===== src/source/tcls_pkg.sv =====
/*
 * Shared types for the triple-core lock-step unit.
 * Holds the bus widths, the per-core request bundles, the register
 * port structs and the recovery state encoding. Modules pull these in
 * with a wildcard import in their header.
 */
`default_nettype none

package tcls_pkg;

  // Core count of the lock-step scheme
  localparam int unsigned NumCores  = 3;
  localparam int unsigned AddrWidth = 32;

  // Fields voted on every cycle
  typedef struct packed {
    logic                 irq_ack;
    logic [4:0]           irq_ack_id;
    logic                 instr_req;
    logic [AddrWidth-1:0] instr_addr;
    logic                 data_req;
  } main_req_t;

  // Fixed-width part of a data access
  // Write data and byte enables travel beside it as vectors
  typedef struct packed {
    logic [AddrWidth-1:0] addr;
    logic                 we;
  } data_req_t;

  typedef enum logic [1:0] {
    TMR_RUN,
    TMR_UNLOAD,
    TMR_RELOAD
  } red_mode_e;

  // Word offsets of the register block
  typedef enum logic [3:0] {
    REG_CONFIG     = 4'd0,
    REG_SP_STORE   = 4'd1,
    REG_MISMATCH_0 = 4'd2,
    REG_MISMATCH_1 = 4'd3,
    REG_MISMATCH_2 = 4'd4
  } reg_addr_e;

  typedef struct packed {
    logic        valid;
    logic        write;
    logic [3:0]  addr;
    logic [31:0] wdata;
  } reg_req_t;

  typedef struct packed {
    logic [31:0] rdata;
    logic        error;
  } reg_rsp_t;

  typedef struct packed {
    logic reload_setback;
    logic setback;
  } tcls_cfg_t;

endpackage

`default_nettype wire

===== src/source/tcls_unit.sv =====
/*
 * Top level of the triple-core lock-step unit.
 * Sits between three lock-stepped cores and one interconnect. Core
 * requests are voted onto the interconnect, responses and control
 * inputs are copied to every core, and mismatches drive recovery.
 */
`timescale 1ns/1ps
`default_nettype none

module tcls_unit
  import tcls_pkg::*;
#(
  parameter int unsigned DataWidth = 32,
  parameter int unsigned BeWidth   = 4
) (
  input  wire  logic                                 clk_i,
  input  wire  logic                                 rst_ni,
  input  wire  reg_req_t                             reg_req_i,
  output reg_rsp_t                                   reg_rsp_o,
  output logic                                       single_mismatch_o,
  output logic                                       triple_mismatch_o,
  output red_mode_e                                  state_o,
  output logic      [NumCores-1:0]                   core_setback_o,
  // Interconnect side
  input  wire  logic [31:0]                          intc_hart_id_i,
  input  wire  logic                                 intc_fetch_en_i,
  input  wire  logic [AddrWidth-1:0]                 intc_boot_addr_i,
  input  wire  logic [31:0]                          intc_irq_i,
  input  wire  logic                                 intc_debug_req_i,
  output logic                                       intc_irq_ack_o,
  output logic      [4:0]                            intc_irq_ack_id_o,
  output logic                                       intc_instr_req_o,
  output logic      [AddrWidth-1:0]                  intc_instr_addr_o,
  input  wire  logic                                 intc_instr_gnt_i,
  input  wire  logic [31:0]                          intc_instr_rdata_i,
  input  wire  logic                                 intc_instr_rvalid_i,
  input  wire  logic                                 intc_instr_err_i,
  output logic                                       intc_data_req_o,
  output logic      [AddrWidth-1:0]                  intc_data_addr_o,
  output logic                                       intc_data_we_o,
  output logic      [DataWidth-1:0]                  intc_data_wdata_o,
  output logic      [BeWidth-1:0]                    intc_data_be_o,
  input  wire  logic                                 intc_data_gnt_i,
  input  wire  logic [DataWidth-1:0]                 intc_data_rdata_i,
  input  wire  logic                                 intc_data_rvalid_i,
  input  wire  logic                                 intc_data_err_i,
  // Core side
  input  wire  main_req_t [NumCores-1:0]             core_main_i,
  input  wire  data_req_t [NumCores-1:0]             core_data_i,
  input  wire  logic [NumCores-1:0][DataWidth-1:0]   core_wdata_i,
  input  wire  logic [NumCores-1:0][BeWidth-1:0]     core_be_i,
  output logic      [NumCores-1:0][31:0]             core_hart_id_o,
  output logic      [NumCores-1:0]                   core_fetch_en_o,
  output logic      [NumCores-1:0][AddrWidth-1:0]    core_boot_addr_o,
  output logic      [NumCores-1:0][31:0]             core_irq_o,
  output logic      [NumCores-1:0]                   core_debug_req_o,
  output logic      [NumCores-1:0]                   core_instr_gnt_o,
  output logic      [NumCores-1:0][31:0]             core_instr_rdata_o,
  output logic      [NumCores-1:0]                   core_instr_rvalid_o,
  output logic      [NumCores-1:0]                   core_instr_err_o,
  output logic      [NumCores-1:0]                   core_data_gnt_o,
  output logic      [NumCores-1:0][DataWidth-1:0]    core_data_rdata_o,
  output logic      [NumCores-1:0]                   core_data_rvalid_o,
  output logic      [NumCores-1:0]                   core_data_err_o
);

  main_req_t                 main_vote;
  data_req_t                 data_vote;
  logic      [NumCores-1:0]  error_cba;
  logic      [NumCores-1:0]  mismatch_inc;
  tcls_cfg_t                 cfg;
  logic                      sp_stored;
  logic                      sp_clear;
  logic                      setback;
  logic                      voter_error;

  tcls_core_vote #(
    .DataWidth ( DataWidth ),
    .BeWidth   ( BeWidth   )
  ) i_core_vote (
    .core_main_i  ( core_main_i       ),
    .core_data_i  ( core_data_i       ),
    .core_wdata_i ( core_wdata_i      ),
    .core_be_i    ( core_be_i         ),
    .main_o       ( main_vote         ),
    .data_o       ( data_vote         ),
    .wdata_o      ( intc_data_wdata_o ),
    .be_o         ( intc_data_be_o    ),
    .error_cba_o  ( error_cba         )
  );

  tcls_recovery_fsm i_recovery_fsm (
    .clk_i          ( clk_i           ),
    .rst_ni         ( rst_ni          ),
    .error_cba_i    ( error_cba       ),
    .fetch_en_i     ( intc_fetch_en_i ),
    .cfg_i          ( cfg             ),
    .sp_stored_i    ( sp_stored       ),
    .sp_clear_i     ( sp_clear        ),
    .mismatch_inc_o ( mismatch_inc    ),
    .setback_o      ( setback         ),
    .mode_o         ( state_o         )
  );

  tcls_regs i_regs (
    .clk_i          ( clk_i        ),
    .rst_ni         ( rst_ni       ),
    .reg_req_i      ( reg_req_i    ),
    .mismatch_inc_i ( mismatch_inc ),
    .reg_rsp_o      ( reg_rsp_o    ),
    .cfg_o          ( cfg          ),
    .sp_stored_o    ( sp_stored    ),
    .sp_clear_o     ( sp_clear     )
  );

  // Any core off the majority counts for both status outputs
  assign voter_error       = |error_cba;
  assign single_mismatch_o = (error_cba != '0);
  assign triple_mismatch_o = voter_error;
  assign core_setback_o    = {NumCores{setback}};

  // Voted request onto the interconnect
  assign intc_irq_ack_o    = main_vote.irq_ack;
  assign intc_irq_ack_id_o = main_vote.irq_ack_id;
  assign intc_instr_req_o  = main_vote.instr_req;
  assign intc_instr_addr_o = main_vote.instr_addr;
  assign intc_data_req_o   = main_vote.data_req;
  assign intc_data_addr_o  = data_vote.addr;
  assign intc_data_we_o    = data_vote.we;

  // Every core sees the same responses and control inputs
  always_comb begin
    for (int i = 0; i < NumCores; i++) begin
      core_hart_id_o[i]      = intc_hart_id_i;
      core_fetch_en_o[i]     = intc_fetch_en_i;
      core_boot_addr_o[i]    = intc_boot_addr_i;
      core_irq_o[i]          = intc_irq_i;
      core_debug_req_o[i]    = intc_debug_req_i;
      core_instr_gnt_o[i]    = intc_instr_gnt_i;
      core_instr_rdata_o[i]  = intc_instr_rdata_i;
      core_instr_rvalid_o[i] = intc_instr_rvalid_i;
      core_instr_err_o[i]    = intc_instr_err_i;
      core_data_gnt_o[i]     = intc_data_gnt_i;
      core_data_rdata_o[i]   = intc_data_rdata_i;
      core_data_rvalid_o[i]  = intc_data_rvalid_i;
      core_data_err_o[i]     = intc_data_err_i;
    end
  end

endmodule

`default_nettype wire


===== src/source/tcls_recovery_fsm.sv =====
/*
 * Recovery state machine of the lock-step unit.
 * A mismatch in run mode is counted per core and starts an unload.
 * Software saves state into the stack-pointer store, which moves the
 * unit to reload, and clears it again once state is restored.
 * Setback to the cores is a registered single-cycle pulse.
 */
`timescale 1ns/1ps
`default_nettype none

module tcls_recovery_fsm
  import tcls_pkg::*;
(
  input  wire  logic                clk_i,
  input  wire  logic                rst_ni,
  input  wire  logic [NumCores-1:0] error_cba_i,
  input  wire  logic                fetch_en_i,
  input  wire  tcls_cfg_t           cfg_i,
  input  wire  logic                sp_stored_i,
  input  wire  logic                sp_clear_i,
  output logic [NumCores-1:0]       mismatch_inc_o,
  output logic                      setback_o,
  output red_mode_e                 mode_o
);

  red_mode_e mode_d, mode_q;
  logic      setback_d, setback_q;
  logic      any_error;

  assign any_error = |error_cba_i;

  // Counting only happens on the first mismatch in run mode
  assign mismatch_inc_o = (mode_q == TMR_RUN) ? error_cba_i : '0;

  always_comb begin
    mode_d    = mode_q;
    setback_d = 1'b0;
    case (mode_q)
      TMR_RUN: begin
        if (any_error) begin
          mode_d = TMR_UNLOAD;
        end
      end
      TMR_UNLOAD: begin
        if (sp_stored_i) begin
          mode_d    = TMR_RELOAD;
          setback_d = cfg_i.setback;
        end
      end
      TMR_RELOAD: begin
        if (!sp_stored_i) begin
          mode_d = TMR_RUN;
        end else if (any_error && cfg_i.setback && cfg_i.reload_setback && !sp_clear_i) begin
          setback_d = 1'b1;
        end
      end
      default: mode_d = TMR_RUN;
    endcase
    // Cores halted, nothing left to recover
    if (!fetch_en_i) begin
      mode_d = TMR_RUN;
    end
  end

  always_ff @(posedge clk_i or negedge rst_ni) begin
    if (!rst_ni) begin
      mode_q    <= TMR_RUN;
      setback_q <= 1'b0;
    end else begin
      mode_q    <= mode_d;
      setback_q <= setback_d;
    end
  end

  assign setback_o = setback_q;
  assign mode_o    = mode_q;

endmodule

`default_nettype wire


===== src/source/tcls_regs.sv =====
/*
 * Register block of the lock-step unit.
 * Holds the configuration, the stack-pointer store used by the
 * recovery software and one saturating mismatch counter per core.
 * Writes land on the next edge, reads return in the same cycle.
 */
`timescale 1ns/1ps
`default_nettype none

module tcls_regs
  import tcls_pkg::*;
(
  input  wire  logic                clk_i,
  input  wire  logic                rst_ni,
  input  wire  reg_req_t            reg_req_i,
  input  wire  logic [NumCores-1:0] mismatch_inc_i,
  output reg_rsp_t                  reg_rsp_o,
  output tcls_cfg_t                 cfg_o,
  output logic                      sp_stored_o,
  output logic                      sp_clear_o
);

  tcls_cfg_t                      cfg_q;
  logic      [31:0]               sp_store_q;
  logic      [NumCores-1:0][31:0] mismatch_q;
  logic                           wr_en;

  assign wr_en = reg_req_i.valid & reg_req_i.write;

  always_ff @(posedge clk_i or negedge rst_ni) begin
    if (!rst_ni) begin
      cfg_q      <= '0;
      sp_store_q <= '0;
    end else if (wr_en) begin
      if (reg_req_i.addr == REG_CONFIG) begin
        cfg_q <= tcls_cfg_t'(reg_req_i.wdata[$bits(tcls_cfg_t)-1:0]);
      end
      if (reg_req_i.addr == REG_SP_STORE) begin
        sp_store_q <= reg_req_i.wdata;
      end
    end
  end

  // Counters are read-only and stop at all ones
  for (genvar i = 0; i < NumCores; i++) begin : gen_counter
    always_ff @(posedge clk_i or negedge rst_ni) begin
      if (!rst_ni) begin
        mismatch_q[i] <= '0;
      end else if (mismatch_inc_i[i] && (mismatch_q[i] != '1)) begin
        mismatch_q[i] <= mismatch_q[i] + 32'd1;
      end
    end
  end

  always_comb begin
    reg_rsp_o = '0;
    case (reg_req_i.addr)
      REG_CONFIG:     reg_rsp_o.rdata = 32'(cfg_q);
      REG_SP_STORE:   reg_rsp_o.rdata = sp_store_q;
      REG_MISMATCH_0: reg_rsp_o.rdata = mismatch_q[0];
      REG_MISMATCH_1: reg_rsp_o.rdata = mismatch_q[1];
      REG_MISMATCH_2: reg_rsp_o.rdata = mismatch_q[2];
      default:        reg_rsp_o.error = reg_req_i.valid;
    endcase
  end

  assign cfg_o       = cfg_q;
  assign sp_stored_o = (sp_store_q != '0);
  assign sp_clear_o  = wr_en && (reg_req_i.addr == REG_SP_STORE) && (reg_req_i.wdata == '0);

endmodule

`default_nettype wire


===== src/source/tcls_core_vote.sv =====
/*
 * Input side of the lock-step unit.
 * Votes the three core request bundles into one request for the
 * interconnect and reports which cores disagree. Data fields only
 * count as a disagreement while the voted data request is high.
 */
`timescale 1ns/1ps
`default_nettype none

module tcls_core_vote
  import tcls_pkg::*;
#(
  parameter int unsigned DataWidth = 32,
  parameter int unsigned BeWidth   = 4
) (
  input  wire main_req_t [NumCores-1:0]                core_main_i,
  input  wire data_req_t [NumCores-1:0]                core_data_i,
  input  wire logic      [NumCores-1:0][DataWidth-1:0] core_wdata_i,
  input  wire logic      [NumCores-1:0][BeWidth-1:0]   core_be_i,
  output main_req_t                                    main_o,
  output data_req_t                                    data_o,
  output logic           [DataWidth-1:0]               wdata_o,
  output logic           [BeWidth-1:0]                 be_o,
  output logic           [2:0]                         error_cba_o
);

  localparam int unsigned MainWidth = $bits(main_req_t);
  localparam int unsigned DataTmrWidth = $bits(data_req_t) + DataWidth + BeWidth;

  logic [MainWidth-1:0]                   main_vote;
  logic [NumCores-1:0][DataTmrWidth-1:0]  data_word;
  logic [DataTmrWidth-1:0]                data_vote;
  logic [2:0]                             main_error_cba;
  logic [2:0]                             data_error_cba;

  tmr_voter #(
    .Width ( MainWidth )
  ) i_main_voter (
    .a_i         ( core_main_i[0] ),
    .b_i         ( core_main_i[1] ),
    .c_i         ( core_main_i[2] ),
    .majority_o  ( main_vote      ),
    .error_cba_o ( main_error_cba )
  );

  // One word per core so a single voter covers all data fields
  for (genvar i = 0; i < NumCores; i++) begin : gen_data_word
    assign data_word[i] = {core_data_i[i], core_wdata_i[i], core_be_i[i]};
  end

  tmr_voter #(
    .Width ( DataTmrWidth )
  ) i_data_voter (
    .a_i         ( data_word[0]   ),
    .b_i         ( data_word[1]   ),
    .c_i         ( data_word[2]   ),
    .majority_o  ( data_vote      ),
    .error_cba_o ( data_error_cba )
  );

  assign main_o = main_req_t'(main_vote);
  assign {data_o, wdata_o, be_o} = data_vote;

  // Data lines are stale while no access is made
  assign error_cba_o = main_error_cba | (main_o.data_req ? data_error_cba : 3'b000);

endmodule

`default_nettype wire


===== src/source/tmr_voter.sv =====
/*
 * Bitwise two-of-three majority voter.
 * Every output bit follows at least two of the three inputs. The
 * disagreement vector flags each core whose word is not the majority.
 */
`timescale 1ns/1ps
`default_nettype none

module tmr_voter #(
  parameter int unsigned Width = 32
) (
  input  wire logic [Width-1:0] a_i,
  input  wire logic [Width-1:0] b_i,
  input  wire logic [Width-1:0] c_i,
  output logic      [Width-1:0] majority_o,
  output logic      [2:0]       error_cba_o
);

  logic [Width-1:0] majority;

  assign majority = (a_i & b_i) | (a_i & c_i) | (b_i & c_i);

  assign majority_o = majority;

  // Bit 0 belongs to core a, bit 2 to core c
  assign error_cba_o[0] = (a_i != majority);
  assign error_cba_o[1] = (b_i != majority);
  assign error_cba_o[2] = (c_i != majority);

endmodule

`default_nettype wire


===== config.mk =====
export PLATFORM = sky130hd
export DESIGN_NAME = tcls_unit
export DESIGN_NICKNAME = d
export VERILOG_FILES = /design/src/source/tcls_pkg.sv /design/src/source/tcls_unit.sv /design/src/source/tcls_recovery_fsm.sv /design/src/source/tcls_regs.sv /design/src/source/tcls_core_vote.sv /design/src/source/tmr_voter.sv
export SDC_FILE = /design/constraint.sdc
export NUM_CORES = 1
export LEC_CHECK = 0
export BUFFER_PORTS_ARGS = -buffer_cell sky130_fd_sc_hd__buf_2
export CAP_MARGIN = 20
export CORE_AREA = 2 2 460 462
export DETAILED_ROUTE_END_ITERATION = 10
export DIE_AREA = 0 0 462 464
export MAX_ROUTING_LAYER = met4
export PLACE_DENSITY = 0.37
export REMOVE_ABC_BUFFERS = 1
export SKIP_CTS_REPAIR_TIMING = 1
export SYNTH_ARGS = -nofsm -noshare
export SYNTH_HDL_FRONTEND = slang
export SYNTH_HIERARCHICAL = 1
export SYNTH_SLANG_ARGS = --single-unit

===== constraint.sdc =====
create_clock -name clk_i -period 2.85 [get_ports clk_i]
set_clock_uncertainty 0.05 [all_clocks]
set_input_delay 0.4275 -clock clk_i [delete_from_list [all_inputs] [get_ports clk_i]]
set_output_delay 0.4275 -clock clk_i [all_outputs]
set_load 0.01 [all_outputs]

==> results of run 1 <==
## sequential cells by signal (all words and copies together) (netlist names)
name and count:
i_regs/mismatch_q 96, i_regs/sp_store_q 32, i_regs/cfg_o 2, i_recovery_fsm/setback_o 1
i_recovery_fsm/mode_o 2
## metrics by stage
step           utilization, %  total power [mW]
2_1_floorplan               -              3.69
3_3_place_gp             11.9              6.37
3_5_place_dp             11.9              6.39
4_1_cts                  12.2              8.65
5_1_grt                  12.7              9.20
6_report                 12.7              8.70
## worst max-delay path by stage
stage	from	endpoint	cells after the start
after global placement	core_wdata_i[83]	i_regs/mismatch_q[10]$_DFFE_PN0P_	17
final	core_wdata_i[19]	single_mismatch_o	11
after floorplan	reg_req_i[32]	reg_rsp_o[10]	3
after CTS	core_wdata_i[37]	single_mismatch_o	11
after detailed placement	core_wdata_i[37]	i_regs/mismatch_q[50]$_DFFE_PN0P_	15
after global routing	core_wdata_i[46]	single_mismatch_o	13
## critical path, cell delays in order
cell	delay [ns]
buf_2	0.17
buf_4	0.13
o21a_1	0.16
o22ai_2	0.13
nor4_4	0.42
buf_4	0.18
nand4_1	0.13
or4_4	0.60
a21o_4	0.27
or3_4	0.43
buf_6	0.14
## power groups by stage
stage               clock network, mW  registers [mW]  logic (mW)
global route                     2.34            2.62        4.24
floorplan                           0            2.41        1.28
detailed placement                  0            2.61        3.78
global placement                    0            2.62        3.75
CTS                              2.27            2.58        3.79
finish                           2.21            2.59        3.91
## cells in the final DEF, fill, tap and decap left out, types with 85 or more instances in the layout
cell	instances
a21oi_1	123
nor3b_1	149
o21a_1	86
buf_4	580
nor2_1	242
nand4_1	85
dfrtp_1	133
and3b_1	124
buf_2	514
nand2_1	124
## kinds of logic after synthesis
kind of cell	count (synthesis)	share of synthesized area [%]
and+or+nand+nor	1100	37.2
buffers and inverters	559	22.3
AOI/OAI and AO/OA	359	13.8
DFF	133	18.5
xor gates and xnor gates	91	4.44
muxes	50	3.07
adders and majority gates	9	0.599
## per-layer routing
| metal | vias up | routed length, microns | GRT usage [%] |
|---|---|---|---|
| li1 | 9315 | - | - |
| met1 | 9820 | 67000 | 16.9 |
| met2 | 1595 | 120000 | 38.8 |
| met3 | 250 | 41600 | 17.0 |
| met4 | 0 | 14300 | 10.2 |
| met5 | - | 0 | - |
## final cells by class
type / count / area [sq um] / share of cell area [%]
Clock inverter: 9 / 101 / 0.382
Timing Repair Buffer: 1129 / 7450 / 28.1
Inverter: 28 / 110 / 0.415
Multi-Input combinational cell: 1609 / 11300 / 42.7
Tap cell: 2805 / 3510 / 13.2
Clock buffer: 23 / 478 / 1.80
Sequential cell: 133 / 3330 / 12.5
Antenna cell: 83 / 208 / 0.783
==> results.json, run 1 <==
{
  "status": "finished, violations left",
  "violations": "negative hold slack, negative setup slack",
  "syn_to_final_growth_pct": 47.7,
  "arrival_ns": 3.19,
  "clkSinkCount": 133,
  "place_area_sq_um": 24900,
  "clockBufferDepth": 2,
  "power_density_nw_per_um2": 328,
  "dp.cells": 5700,
  "ys_types": 72,
  "path_class": "input pin to primary output",
  "die_y_microns": 464,
  "tightest_slew_ns": 0.812,
  "maxCapViolCount": 0,
  "combPwrFrac_pct": 44.9,
  "num-nets-final": 3460,
  "synthCells": 2301,
  "syn_area_sq_um": 18000,
  "core_sq_um": 209000,
  "yosysSeqAreaShare_pct": 18.5,
  "grt_pass1_vias": 19700,
  "finalSetupTns_ns": -37.73,
  "path_clk_slew_ns": 0.06,
  "ant_nets": 0,
  "antenna_found_initial": 108,
  "crit_required_ns": 2.37,
  "grt_max_degree": 50,
  "switching_power_mw": 3.40,
  "dp_hpwl_mm": 228,
  "maxSlewViolCount": 0,
  "reg2reg_depth": 10,
  "avgSynthCellArea_sq_um": 7.80,
  "ff2ff_setup_slack_ns": 0.36,
  "setup_viol": 101,
  "hold_ws_ns": -0.0137,
  "h-tree-depth": 4,
  "drc": 0,
  "start_util_pct": 8.59,
  "finalNonFillerCells": 5819,
  "port_buffers": 519,
  "fin_crit_ns": 3.67,
  "hp-class": "input pin to asynchronous set/reset pin",
  "fillers": 24100,
  "grt_pass1_wl_mm": 284,
  "yosysTopAreaCellShare_pct": 21.2,
  "clkPwrFrac_pct": 25.4,
  "stdcell_area_sq_um": 26500,
  "relSlewSlack_pct": 45.7,
  "clockRootBuffer": "clkbuf_16",
  "clock_latency_ns": 0.43,
  "ys_top_cells_by_count": "buf_4, nor2_1, nor3b_1",
  "min_period_over_period_pct": 129,
  "netlist_top_cells_area": "buf_4, dfrtp_1, nor3b_1",
  "wl_mm": 243,
  "gp_congestion": 1.00,
  "reg2reg_to": "i_regs/mismatch_q[52]$_DFFE_PN0P_",
  "io_pins": 1188,
  "fp.dieArea_sq_um": 214000,
  "synth_edf_count": 0,
  "layout-drive-gt1-share_pct": 46.1,
  "die_w_microns": 462,
  "vias_per_cell": 3.61,
  "synth_flop_cell": "dfrtp_1",
  "fmax_mhz": 273,
  "track_usage_pct": 22.4,
  "power_switching_share_pct": 39.1,
  "synth-seq-cells": 133,
  "reg2reg_from": "i_recovery_fsm/mode_o[0]$_DFFE_PN0P_",
  "pre_cts_slack_ns": -1.94,
  "power_frac_seq_pct": 29.8,
  "grt_overflow": 0,
  "cts_buffers": 17,
  "synth_most_common_cell": "buf_4",
  "fp-row-count": 168,
  "firstDrtPassIters": 10,
  "hold_viol_final": 8,
  "path_max_fanout": 5,
  "fin_ws_ns": -0.818,
  "post_drt_wl_per_cell_microns": 41.8,
  "ir_drop_uv": 391,
  "leakagePower_nw": 11.4,
  "ys_async_sr_fraction_pct": 100,
  "yosys_warnings": 6,
  "power.internal_mw": 5.30,
  "tritoncts": "yes",
  "rsz0062_at_grt": "yes",
  "drt_iter0_drc": 1522,
  "num_vias": 21000,
  "start_kind": "input pin",
  "endpoint_kind": "primary output",
  "yosys.area.top_type": "buf_4"
}
No activity file was read; power rests on OpenSTA's default activity.
==> run 2: changes to the inputs <==
Settings changed: CELL_PAD_IN_SITES_DETAIL_PLACEMENT set to 0, CELL_PAD_IN_SITES_GLOBAL_PLACEMENT set to 1, CORE_AREA 2 2 460 462 to 2 2 469 471, DIE_AREA 0 0 462 464 to 0 0 471 473, PLACE_DENSITY 0.37 to 0.43.
==> run 2 against run 1 <==
The run still ends with negative hold slack, negative setup slack left. Clock power shrank 5%. Flip-flop and latch count did not move. Critical path depth shrank 1. Final cell count increased by 0.95%. Register-to-register slack better by 0.14 ns.
==> results.json, run 2 (synthesis gave the netlist of run 1 again) <==
{
  "status": "finished, violations left",
  "violations": "negative hold slack, negative setup slack",
  "vias_per_cell": 3.56,
  "start_kind": "input pin",
  "finalSetupTns_ns": -26.95,
  "clkSinkCount": 133,
  "post-route-util_pct": 12.4,
  "tritoncts": "yes",
  "wl_mm": 240,
  "io_pins": 1188,
  "hp-class": "input pin to asynchronous set/reset pin",
  "syn_to_final_growth_pct": 50.6,
  "fin_crit_ns": 3.62,
  "grt_pass1_vias": 19800,
  "cp_cell_sequence": "buf_4, a21oi_1, o22ai_1, nor4_2, buf_4, nand4_1, or4_4, a21o_4, or3_4, buf_6",
  "met2_usage_pct": 36.5,
  "largest_reg_flops": 96,
  "die_y_microns": 473,
  "ant_nets": 0,
  "die_w_microns": 471,
  "arrival_ns": 3.15,
  "tightest_slew_ns": 0.809,
  "drc": 0,
  "num_vias": 20900,
  "fp.dieArea_sq_um": 223000,
  "dp_hpwl_mm": 225,
  "port_buffers": 519,
  "layout-drive-gt1-share_pct": 47.6,
  "met1_usage_pct": 17.4,
  "ir_drop_uv": 364,
  "post_drt_wl_per_cell_microns": 40.9,
  "final_common_cell": "buf_4",
  "drt_iter0_drc": 1669,
  "reg2reg_depth": 5,
  "grt_pass1_wl_mm": 284,
  "reg.largest.list": "i_regs/mismatch_q (96), i_regs/sp_store_q (32)",
  "area.sequential_sq_um": 3330,
  "hold_viol_final": 1,
  "gp_congestion": 0.954,
  "min_period_over_period_pct": 127,
  "h-tree-depth": 4,
  "cts_buffers": 17,
  "clockBufferDepth": 2,
  "path_clk_slew_ns": 0.06,
  "clock_latency_ns": 0.44,
  "num-nets-final": 3493,
  "firstDrtPassIters": 9,
  "hold_ws_ns": -0.00611,
  "path_delay_family": "simple AND/OR/NAND/NOR gates",
  "ff2ff_setup_slack_ns": 0.50,
  "leakagePower_nw": 11.6,
  "cp.depth": 10,
  "pre_cts_slack_ns": -1.65,
  "slowest_delay_ns": 0.64,
  "busiest_layer": "met2",
  "path_max_fanout": 6,
  "maxCapViolCount": 0,
  "track_usage_pct": 21.3,
  "fin_ws_ns": -0.775,
  "grt_max_degree": 47,
  "crit_required_ns": 2.37,
  "path_buf_inv": 3,
  "path_class": "input pin to primary output",
  "use_met3_pct": 15.7,
  "core_sq_um": 218000,
  "grt_overflow": 0,
  "final_cell_mix": "buf_4, buf_2, nor2_1, nor3b_1, dfrtp_1",
  "relSlewSlack_pct": 45.6,
  "cp_common_cell": "buf_4",
  "maxSlewViolCount": 0,
  "endpoint_kind": "primary output",
  "rsz0062_at_grt": "yes",
  "fmax_mhz": 276,
  "fp-row-count": 172,
  "power_density_nw_per_um2": 323,
  "setup_viol": 101,
  "antenna_found_initial": 83,
  "fillers": 25400,
  "start_util_pct": 8.23,
  "slowest_stage": "or4_4",
  "clockRootBuffer": "clkbuf_16",
  "multiInputGateArea_sq_um": 11500,
  "top_register": "i_regs/mismatch_q"
}
run 2: worst reg2reg max path: stages (launching register included):
cell and delay, ns:
dfrtp_1 0.46, nand4_1 0.29, nor3b_1 0.73, and4bb_2 0.43
nand4_1 0.13, xnor2_1 0.14
run 2: cell type report:
type	instances	area share (%)
Tap cell	2871	13.3
Clock buffer	19	1.67
Sequential cell	133	12.3
Timing Repair Buffer	1162	29.2
Antenna cell	39	0.361
Multi-Input combinational cell	1609	42.4
Inverter	28	0.407
Clock inverter	13	0.379
run 2: report_power, final:
group | internal (mW) | total, mW | switching (mW)
registers | 2.14 | 2.61 | 0.466
logic | 1.88 | 4.02 | 2.14
clock network | 1.16 | 2.11 | 0.946
total | 5.19 | 8.73 | 3.55
run 2: routing by layer:
| layer | part of all wire, % | routed length [microns] |
|---|---|---|
| met2 | 49 | 118000 |
| met1 | 29 | 69300 |
| met3 | 17 | 41100 |
| met5 | 0 | 0 |
| met4 | 4.9 | 11800 |
run 2: worst paths after layout:
kind	start	to
max reg2reg	i_regs/mismatch_q[40]$_DFFE_PN0P_	i_regs/mismatch_q[53]$_DFFE_PN0P_
max	core_data_i[88]	single_mismatch_o
min	rst_ni	i_regs/sp_store_q[10]$_DFFE_PN0P_
max in group asynchronous	rst_ni	i_regs/mismatch_q[0]$_DFFE_PN0P_
min in group clk_i	reg_req_i[20]	i_regs/sp_store_q[20]$_DFFE_PN0P_
min reg2reg	i_regs/mismatch_q[20]$_DFFE_PN0P_	i_regs/mismatch_q[20]$_DFFE_PN0P_
run 2: per-stage QoR:
| stage | total power, mW | area [sq um] | instances |
|---|---|---|---|
| global route | 9.27 | 27000 | 5861 |
| CTS | 8.69 | 26000 | 5834 |
| global placement | 6.49 | 25300 | 5797 |
| detailed placement | 6.52 | 25400 | 5802 |
| floorplan | 3.69 | 14100 | 1770 |
| finish | 8.73 | 27000 | 5874 |
